**src/design/conv_params.svh**
```systemverilog
`ifndef CONV_PARAMS_SVH
`define CONV_PARAMS_SVH

// image geometry
`define CONV_LINE_WIDTH 16

// 3x3 window
`define CONV_TAPS 9

// pixel lanes packed into one input word
`define CONV_LANES 2
`define CONV_PIX_W 8

// kernel coefficient and index widths
`define CONV_COEF_W 8
`define CONV_KIDX_W 4

// 9-bit zero-extended pixel times 8-bit signed coefficient
`define CONV_PROD_W 17

// nine products plus headroom
`define CONV_ACC_W 20

// output scaling, round then shift right
`define CONV_SHIFT 7

`endif

```
**src/design/conv_pkg.sv**
```systemverilog
`include "conv_params.svh"

package conv_pkg;

	// one unsigned lane pixel
	typedef logic [`CONV_PIX_W-1:0] pixel_t;

	// two lanes, high lane in the upper byte
	typedef logic [`CONV_LANES*`CONV_PIX_W-1:0] pix_word_t;

	typedef logic signed [`CONV_COEF_W-1:0] coef_t;

	// kernel index 0..8
	typedef logic [`CONV_KIDX_W-1:0] kidx_t;

	typedef logic signed [`CONV_PROD_W-1:0] prod_t;

	typedef logic signed [`CONV_ACC_W-1:0] acc_t;

	// tap (r, c) sits at index 3r+c, row 0 and column 0 are the oldest
	typedef pix_word_t [`CONV_TAPS-1:0] window_t;

	typedef coef_t [`CONV_TAPS-1:0] kernel_t;

endpackage

```
**src/design/conv_window_gen.sv**
```systemverilog
`include "conv_params.svh"

module conv_window_gen #(
	parameter int LINE_WIDTH = `CONV_LINE_WIDTH
) (
	input  logic                clk,
	input  logic                rst,
	input  logic                pixel_valid,
	input  logic                sof,
	input  conv_pkg::pix_word_t pixel_in,
	output logic                win_valid,
	output conv_pkg::window_t   window
);
	import conv_pkg::*;

	localparam int COL_W = $clog2(LINE_WIDTH);
	localparam logic [COL_W-1:0] LAST_COL = COL_W'(LINE_WIDTH - 1);

	logic [COL_W-1:0] col_cnt;
	logic [COL_W-1:0] cur_col;
	logic [COL_W-1:0] next_col;
	logic [1:0]       row_cnt;
	logic [1:0]       cur_row;
	logic [1:0]       next_row;
	logic             line_end;

	// row memories, mem0 holds the previous line, mem1 the one before
	pix_word_t row_mem0 [LINE_WIDTH];
	pix_word_t row_mem1 [LINE_WIDTH];

	// vertical taps of the current column, index 0 is the oldest row
	pix_word_t col_tap [3];

	//////////////////////////////////////////////////////////////////////
	// position of the strobed pixel
	//////////////////////////////////////////////////////////////////////

	// sof makes the current pixel row 0, column 0
	always_comb begin
		if (sof) begin
			cur_col = '0;
			cur_row = '0;
		end else begin
			cur_col = col_cnt;
			cur_row = row_cnt;
		end
	end

	assign line_end = (cur_col == LAST_COL);

	always_comb begin
		if (line_end) begin
			next_col = '0;
			// saturate, only "two rows above exist" matters
			next_row = (cur_row == 2'd2) ? 2'd2 : cur_row + 2'd1;
		end else begin
			next_col = cur_col + 1'b1;
			next_row = cur_row;
		end
	end

	always_ff @(posedge clk) begin
		if (rst) begin
			col_cnt   <= '0;
			row_cnt   <= '0;
			win_valid <= 1'b0;
		end else begin
			win_valid <= 1'b0;
			if (pixel_valid) begin
				col_cnt   <= next_col;
				row_cnt   <= next_row;
				win_valid <= (cur_row == 2'd2) && (cur_col >= COL_W'(2));
			end
		end
	end

	//////////////////////////////////////////////////////////////////////
	// line buffer cascade
	//////////////////////////////////////////////////////////////////////

	always_comb begin
		col_tap[0] = row_mem1[cur_col];
		col_tap[1] = row_mem0[cur_col];
		col_tap[2] = pixel_in;
	end

	// read old word, write newer one, each memory feeds the next
	always_ff @(posedge clk) begin
		if (pixel_valid) begin
			row_mem0[cur_col] <= pixel_in;
			row_mem1[cur_col] <= row_mem0[cur_col];
		end
	end

	// 3x3 window, columns shift toward index 0
	always_ff @(posedge clk) begin
		if (pixel_valid) begin
			for (int r = 0; r < 3; r++) begin
				window[3*r]   <= window[3*r+1];
				window[3*r+1] <= window[3*r+2];
				window[3*r+2] <= col_tap[r];
			end
		end
	end

endmodule

```
**src/design/conv_kernel_regs.sv**
```systemverilog
`include "conv_params.svh"

module conv_kernel_regs (
	input  logic              clk,
	input  logic              rst,
	input  logic              knl_wr,
	input  conv_pkg::kidx_t   knl_addr,
	input  conv_pkg::coef_t   knl_data,
	output conv_pkg::kernel_t kernel
);
	import conv_pkg::*;

	// one write enable per coefficient
	logic [`CONV_TAPS-1:0] wr_hit;

	// addresses above the last tap match no entry and are dropped
	always_comb begin
		for (int i = 0; i < `CONV_TAPS; i++) begin
			wr_hit[i] = knl_wr && (knl_addr == kidx_t'(i));
		end
	end

	//////////////////////////////////////////////////////////////////////
	// coefficient registers
	//////////////////////////////////////////////////////////////////////

	genvar gi;
	generate
		for (gi = 0; gi < `CONV_TAPS; gi++) begin : g_coef
			always_ff @(posedge clk) begin
				if (rst) begin
					kernel[gi] <= '0;
				end else if (wr_hit[gi]) begin
					kernel[gi] <= knl_data;
				end
			end
		end
	endgenerate

endmodule

```
**src/design/conv_mac_tree.sv**
```systemverilog
`include "conv_params.svh"

module conv_mac_tree (
	input  logic                clk,
	input  logic                rst,
	input  logic                win_valid,
	input  conv_pkg::window_t   window,
	input  conv_pkg::kernel_t   kernel,
	output logic                out_valid,
	output conv_pkg::pix_word_t pixel_out
);
	import conv_pkg::*;

	localparam int NL = `CONV_LANES;

	// half an output step, added before the shift
	localparam acc_t ROUND = acc_t'(2 ** (`CONV_SHIFT - 1));

	prod_t prod [NL][`CONV_TAPS];
	acc_t  lane_sum_d [NL];
	acc_t  lane_sum [NL];
	acc_t  rounded [NL];
	logic  prod_valid;
	logic  sum_valid;

	// lane 0 is the low byte
	function automatic pixel_t lane_of(input pix_word_t w, input int l);
		return w[l*`CONV_PIX_W +: `CONV_PIX_W];
	endfunction

	//////////////////////////////////////////////////////////////////////
	// stage 1, products
	//////////////////////////////////////////////////////////////////////

	// pixel is unsigned, zero-extend before the signed multiply
	always_ff @(posedge clk) begin
		if (win_valid) begin
			for (int l = 0; l < NL; l++) begin
				for (int t = 0; t < `CONV_TAPS; t++) begin
					prod[l][t] <= $signed({1'b0, lane_of(window[t], l)})
						* $signed(kernel[t]);
				end
			end
		end
	end

	//////////////////////////////////////////////////////////////////////
	// stage 2, lane sums
	//////////////////////////////////////////////////////////////////////

	always_comb begin
		for (int l = 0; l < NL; l++) begin
			lane_sum_d[l] = '0;
			for (int t = 0; t < `CONV_TAPS; t++) begin
				lane_sum_d[l] = lane_sum_d[l] + acc_t'(prod[l][t]);
			end
		end
	end

	always_ff @(posedge clk) begin
		if (prod_valid) begin
			lane_sum <= lane_sum_d;
		end
	end

	//////////////////////////////////////////////////////////////////////
	// stage 3, round, shift, pack
	//////////////////////////////////////////////////////////////////////

	// arithmetic shift keeps the sign of negative sums
	always_comb begin
		for (int l = 0; l < NL; l++) begin
			rounded[l] = (lane_sum[l] + ROUND) >>> `CONV_SHIFT;
		end
	end

	// low 8 bits only, larger results wrap
	always_ff @(posedge clk) begin
		if (sum_valid) begin
			for (int l = 0; l < NL; l++) begin
				pixel_out[l*`CONV_PIX_W +: `CONV_PIX_W] <= pixel_t'(rounded[l]);
			end
		end
	end

	// valid bit alongside each stage
	always_ff @(posedge clk) begin
		if (rst) begin
			prod_valid <= 1'b0;
			sum_valid  <= 1'b0;
			out_valid  <= 1'b0;
		end else begin
			prod_valid <= win_valid;
			sum_valid  <= prod_valid;
			out_valid  <= sum_valid;
		end
	end

endmodule

```
**src/design/conv_top.sv**
```systemverilog
module conv_top (
	input  logic                clk,
	input  logic                rst,

	// pixel stream, one pixel per strobe
	input  logic                pixel_valid,
	input  logic                sof,
	input  conv_pkg::pix_word_t pixel_in,

	// kernel write port
	input  logic                knl_wr,
	input  conv_pkg::kidx_t     knl_addr,
	input  conv_pkg::coef_t     knl_data,

	// filtered stream
	output logic                out_valid,
	output conv_pkg::pix_word_t pixel_out
);
	import conv_pkg::*;

	logic    win_valid;
	window_t window;
	kernel_t kernel;

	//////////////////////////////////////////////////////////////////////
	// window generation
	//////////////////////////////////////////////////////////////////////

	conv_window_gen u_window_gen (
		.clk         (clk),
		.rst         (rst),
		.pixel_valid (pixel_valid),
		.sof         (sof),
		.pixel_in    (pixel_in),
		.win_valid   (win_valid),
		.window      (window)
	);

	//////////////////////////////////////////////////////////////////////
	// kernel
	//////////////////////////////////////////////////////////////////////

	conv_kernel_regs u_kernel_regs (
		.clk      (clk),
		.rst      (rst),
		.knl_wr   (knl_wr),
		.knl_addr (knl_addr),
		.knl_data (knl_data),
		.kernel   (kernel)
	);

	//////////////////////////////////////////////////////////////////////
	// multiply-accumulate, three stages
	//////////////////////////////////////////////////////////////////////

	conv_mac_tree u_mac_tree (
		.clk       (clk),
		.rst       (rst),
		.win_valid (win_valid),
		.window    (window),
		.kernel    (kernel),
		.out_valid (out_valid),
		.pixel_out (pixel_out)
	);

endmodule

```
**config.mk**
```make
export PLATFORM = sky130hd
export DESIGN_NAME = conv_top
export DESIGN_NICKNAME = d
export VERILOG_FILES = /design/src/design/conv_pkg.sv /design/src/design/conv_window_gen.sv /design/src/design/conv_kernel_regs.sv /design/src/design/conv_mac_tree.sv /design/src/design/conv_top.sv
export VERILOG_INCLUDE_DIRS = /design/src /design/src/design
export SDC_FILE = /design/constraint.sdc
export NUM_CORES = 2
export LEC_CHECK = 0
export BUFFER_PORTS_ARGS = -buffer_cell sky130_fd_sc_hd__buf_2
export CAP_MARGIN = 20
export CORE_ASPECT_RATIO = 1.1
export CORE_MARGIN = 3
export CORE_UTILIZATION = 50
export CTS_BUF_LIST = sky130_fd_sc_hd__clkbuf_8 sky130_fd_sc_hd__clkbuf_16
export DETAILED_ROUTE_END_ITERATION = 10
export GPL_TIMING_DRIVEN = 0
export HOLD_SLACK_MARGIN = 0.12
export PLACE_DENSITY = 0.76
export SLEW_MARGIN = 25
export SYNTH_ARGS = -nofsm -noshare
export SYNTH_HDL_FRONTEND = slang
export SYNTH_SLANG_ARGS = --single-unit
```
**constraint.sdc**
```tcl
create_clock -name clk -period 14.6 [get_ports clk]
set_input_delay 0.73 -clock clk [delete_from_list [all_inputs] [get_ports clk]]
set_output_delay 0.73 -clock clk [all_outputs]
set_load 0.03 [all_outputs]
```
# Word level (Yosys, flattened, before mapping)
# Memory sizes are Yosys's and may differ from the RTL's. A register that Yosys moved wholly into a read port is not among the register bits.
# Cells that the tools add are included.
[classes] muxes=9 add_sub_neg=20 order_cmp=1 eq_ne=10 bitwise_logic=1 n_mul=18 n_reduce_logical=12
[ops] op="multiplier 9 x 8 -> 17 bit" n=18
[ops] op="adder 15 bit" n=16
[ops] op="adder 15 x 8 -> 15 bit (second input constant)" n=2
[ops] op="== test 4 x 3 -> 1 bit (second input constant)" n=4
[ops] op="logical AND 1 bit" n=10
[ops] op="== test 4 x 2 -> 1 bit (second input constant)" n=2
[ops] op="== test 4 bit (second input constant)" n=2
[ops] op="two-way mux 4 bit" n=2
[ops] op="two-way mux 2 bit" n=3
[ops] op="adder 4 x 1 -> 4 bit (second input constant)" n=1
[ops] op="== test 4 x 1 -> 1 bit (second input constant)" n=1
[ops] op=">= comparator 4 x 2 -> 1 bit (second input constant)" n=1
[ops] op="logical NOT 4 bit" n=1
[ops] op="two-way mux 1 bit" n=4
[ops] op="adder 2 x 1 -> 2 bit (second input constant)" n=1
[ops] op="== test 2 bit (second input constant)" n=1
[ops] op="OR reduction 2 bit" n=1
[ops] op="inverter 1 bit" n=1
[totals] input_bits=33 word_cells=100 ff_bits=256 output_inout_bits=17 mem_bits_rw=818 n_memories=3
[memory_table] memory="u_mac_tree.prod" depth=2 word_bits=153 rd=2 rd_clocked_by_memory_dff=0 wr=2 line="conv_mac_tree.sv:19" text="prod_t prod [NL][`CONV_TAPS];"
[memory_table] memory="u_window_gen.row_mem0" depth=16 word_bits=16 rd=1 rd_clocked_by_memory_dff=0 wr=1 line="conv_window_gen.sv:28" text="pix_word_t row_mem0 [LINE_WIDTH];"
[memory_table] memory="u_window_gen.row_mem1" depth=16 word_bits=16 rd=1 rd_clocked_by_memory_dff=1 wr=1 line="conv_window_gen.sv:29" text="pix_word_t row_mem1 [LINE_WIDTH];"

# Depth between registers and ports, before layout
# An unclocked memory read counts as a cell.
[logic_depth] ltp_word=9 ltp_mapped=17 mapped_depth_nobuf=16

# Hierarchy
# A second synthesis with hierarchy kept.
[unflattened] hier_cells=6695 area_unflattened_um2=78684.2
[modules_own_cells] module="conv_mac_tree" seq_area_each_um2=9188.8 cells_each=5143 instances=1 area_each_um2=51648.3
[modules_own_cells] module="conv_window_gen" seq_area_each_um2=19839.0 cells_each=1292 instances=1 area_each_um2=24154.4
[modules_own_cells] module="conv_kernel_regs" seq_area_each_um2=1441.4 cells_each=260 instances=1 area_each_um2=2881.5

# Worst setup path after synthesis
# Ideal clock, no wire load.
[synth_path] path_type="register to register" startpoint="register u_window_gen.win_valid" endpoint="memory u_mac_tree.prod[0][0] in the netlist's numbering, enable pin" n_path_buf=0 arrival_time_ns=6.202 required_time_ns=13.942 setup_time_ns=0.658 stages_incl_launch_ff=1 setup_slack_ns=7.739 period_less_slack_ns=6.861 path_cell_list="dfxtp_1"
[synth_lines] element="start, declared" line="conv_window_gen.sv:11" text="output logic win_valid,"
[synth_lines] element="start signal, assigned" line="conv_window_gen.sv:72" text="win_valid <= (cur_row == 2'd2) && (cur_col >= COL_W'(2));"
[synth_lines] element="end, declared" line="conv_mac_tree.sv:19"

==> flow_summary.ini <==
[synth]
synth.ff_latch_count = 1042
synth_area_leaders = edfxtp_1 36%, fa_1 21%, ha_1 11%
synth_cell_type_count = 56
yosysWarnings = 0
synthTopCellsByCount = 1297 x inv_1, 960 x edfxtp_1, 852 x fa_1
yosysMostFrequentCell = inv_1
ys.flop_type = edfxtp_1
netlist_instances = 6815
syn_nets = 8380
synth_top_area_share_pct = 36.20
synth_area_leader_cell = edfxtp_1
syn_avg_cell_area_sq_um = 11.69
synth_edf_count = 960
synthArstFlopShare_pct = 0
syn_area_sq_um = 79630
seq_area_frac_synth_pct = 38.26

[setup_path]
start_kind = flop
crit_fanout = 11
r2r-start = u_kernel_regs.kernel[15]
ff2ff_path_depth = 16
critical_path_class = reg -> reg
r2r_end = u_mac_tree.prod[0][133]
worstSetupEndpointType = flop
ff2ff_setup_slack_ns = 9.17
cp.arrival_ns = 5.90
worstPathRequired_ns = 15.07

[cells_and_area]
drive_gt1_share_pct = 5.449
syn_to_final_growth_pct = 9.250
final_cells = 9168
final_nets = 8558

[grt]
grt_first_pass_wirelength_microns = 307300
grt_pass1_vias = 53500
grt-ovfl-total = 0
antenna_found_initial = 9
grt_max_degree = 84
track_usage_pct = 24.46

[sta]
period_minus_slack_ns = 5.430
rsz0062_at_grt = no
worstMarginPinSlew_ns = 1.138
setup_ws_ns = 9.170
setup_tns_ns = 0
skew_ns = 0.03851
min_period_over_period_pct = 37.19
hold_viol = 0
setup_viol = 0
fmax_mhz = 184.2
maxSlewViolCount = 0
relSlewSlack_pct = 24.14

[place]
gp_congestion = 0.9179
pre_cts_slack_ns = 9.184
dp_cells = 8961
hpwl_microns = 152500
io_buffers = 40

[floorplanning]
io_pins = 50
core.rowCount = 152
die_width_microns = 386.5
die-area_sq_um = 164100
die_h_microns = 424.6
start_util_pct = 50.69
core_area_sq_um = 157100

[min_path]
hold_start = pixel_in[2]
whs_path_depth = 1
holdCritPathClass = in -> reg
holdPathEnd = u_window_gen.row_mem0[10][2]

[power_and_ir_drop]
clkPwrFrac_pct = 43.3
powerDensity_nw_per_um2 = 76.78
ir_worst_vdd_mv = 0.1131
switching_share_pct = 23.80
switchingPower_mw = 1.590
p_leak_nw = 37.96
p_int_mw = 5.091
p_seq_share_pct = 51.0
combPwrFrac_pct = 5.7

[clock_tree]
cts_buffer_depth = 3
ctsResizeCount = 0
cts_tree = done
clk_pin_slew_ns = 0.06
htreeDepth = 3
holdBufCountCts = 0
clock-root-buffer = clkbuf_16
insertion_delay_ns = 0.75
cts_setup_buffers = 0
cts_buffers = 109
cts.sinks = 1042

[route]
firstDrtPassIters = 5
vias_per_cell = 5.496
drc = 0
detail_route.wl_per_cell_microns = 21.54
drt_wl_total_microns = 197500
via_count = 50390
drtIter0Drc = 4246
drtAntennaViolNets = 0

[outcome]
status = complete, no violations

[flow_run]
cap_violations = 0
cells in the final DEF (no fill, tap or decap), types with 13 or more instances in the layout:
cell type / netlist / routed
xor2_1: 29 / 29
edfxtp_1: 960 / 960
buf_2: 43 / 82
o31a_1: 15 / 15
clkbuf_1: 118 / 109
clkinv_1: 0 / 16
buf_16: 0 / 20
a21o_1: 32 / 32
clkinv_2: 0 / 14
a21oi_1: 78 / 78
and2_1: 742 / 742
nand2_1: 299 / 299
dfxtp_1: 82 / 81
nor2b_1: 161 / 161
a211oi_1: 238 / 238
o21a_1: 18 / 18
nor2_1: 276 / 260
a31o_2: 15 / 15
o21ai_0: 77 / 77
o21bai_1: 32 / 32
mux2i_1: 202 / 202
clkbuf_16: 0 / 110
a211oi_2: 23 / 23
ha_1: 680 / 680
nand2b_1: 66 / 66
bufinv_16: 0 / 15
or2_2: 13 / 13
or4_1: 32 / 32
fa_1: 852 / 852
xnor2_1: 252 / 252
nor2_4: 0 / 16
inv_1: 1297 / 1315
nand3_1: 20 / 20
nor3_1: 37 / 37
per-layer routing:
metal	global-route usage [%]	part of all wire, %
met5	0	0.014
met4	13.32	6.2
met2	40.92	48
met1	30.76	39
met3	3.646	6.8
power by group through the flow:
stage / clock network [mW] / logic, mW / registers, mW
floorplan: 0 / 0.229 / 3.41
CTS: 2.91 / 0.381 / 3.40
detailed placement: 0 / 0.378 / 3.47
global route: 3.03 / 0.417 / 3.41
global placement: 0 / 0.360 / 3.47
finish: 2.89 / 0.383 / 3.41
logic make-up after synthesis:
group	synth area share, %
simple gates	11.44
fa+ha+maj	32.10
buf+inv	7.161
flops	38.26
compound gates	5.405
xor+xnor	3.091
mux	2.539
critical path: stages (launching register included):
cell and delay, ns:
dfxtp_1 0.47, inv_1 0.14, clkbuf_1 0.57, fa_1 0.55
fa_1 0.51, inv_1 0.05, fa_1 0.52, inv_1 0.05
fa_1 0.47, inv_1 0.04, ha_1 0.32, o21a_1 0.20
o31a_1 0.11, or2_2 0.30, a31o_2 0.28, a221oi_2 0.23
xnor2_1 0.32
stage by stage:
stage | util [%] | instance area (sq um) | hold WS (ns) | power [mW]
2_1_floorplan | - | 79630 | 0.4689 | 3.644
3_3_place_gp | 52.48 | 82440 | 0.4759 | 3.827
3_5_place_dp | 53.00 | 83260 | 0.4914 | 3.844
4_1_cts | 55.37 | 86990 | 0.3712 | 6.696
5_1_grt | 55.38 | 86990 | 0.4110 | 6.855
6_report | 55.38 | 87000 | 0.4283 | 6.680
how the worst max path moves through the flow:
stage	startpoint	end	slack, ns	cells past startpoint
6_report	u_kernel_regs.kernel[15]	u_mac_tree.prod[0][133]	9.17	16
5_1_grt	u_kernel_regs.kernel[15]	u_mac_tree.prod[0][133]	8.95	16
4_1_cts	u_kernel_regs.kernel[15]	u_mac_tree.prod[0][133]	9.17	16
3_5_place_dp	u_kernel_regs.kernel[15]	u_mac_tree.prod[0][133]	9.18	16
3_3_place_gp	u_window_gen.win_valid	u_mac_tree.prod[0][92]	4.99	0
2_1_floorplan	u_window_gen.win_valid	u_mac_tree.prod[0][0]	7.74	0
sequential cells by signal, summed over array words and instances, names as in the netlist, 2 cells and up:
| name | count |
|---|---|
| u_window_gen.row_cnt | 2 |
| u_window_gen.col_cnt | 4 |
| u_mac_tree.lane_sum | 18 |
| u_kernel_regs.kernel | 72 |
| u_window_gen.row_mem0 | 256 |
| u_mac_tree.prod | 270 |
| u_mac_tree.pixel_out | 16 |
| u_window_gen.window | 144 |
| u_window_gen.row_mem1 | 256 |
cell type report:
type,count,area [sq um]
buffer,180,827.0
antenna,5,12.51
fill,12800,70090
multi-input combinational,4291,43580
timing repair buffer,67,885.9
tap,2079,2601
clock inverter,91,964.7
inverter,1302,4887
sequential,1042,30470
clock buffer,111,2766
Note: power is estimated with default switching activity, not from simulation.
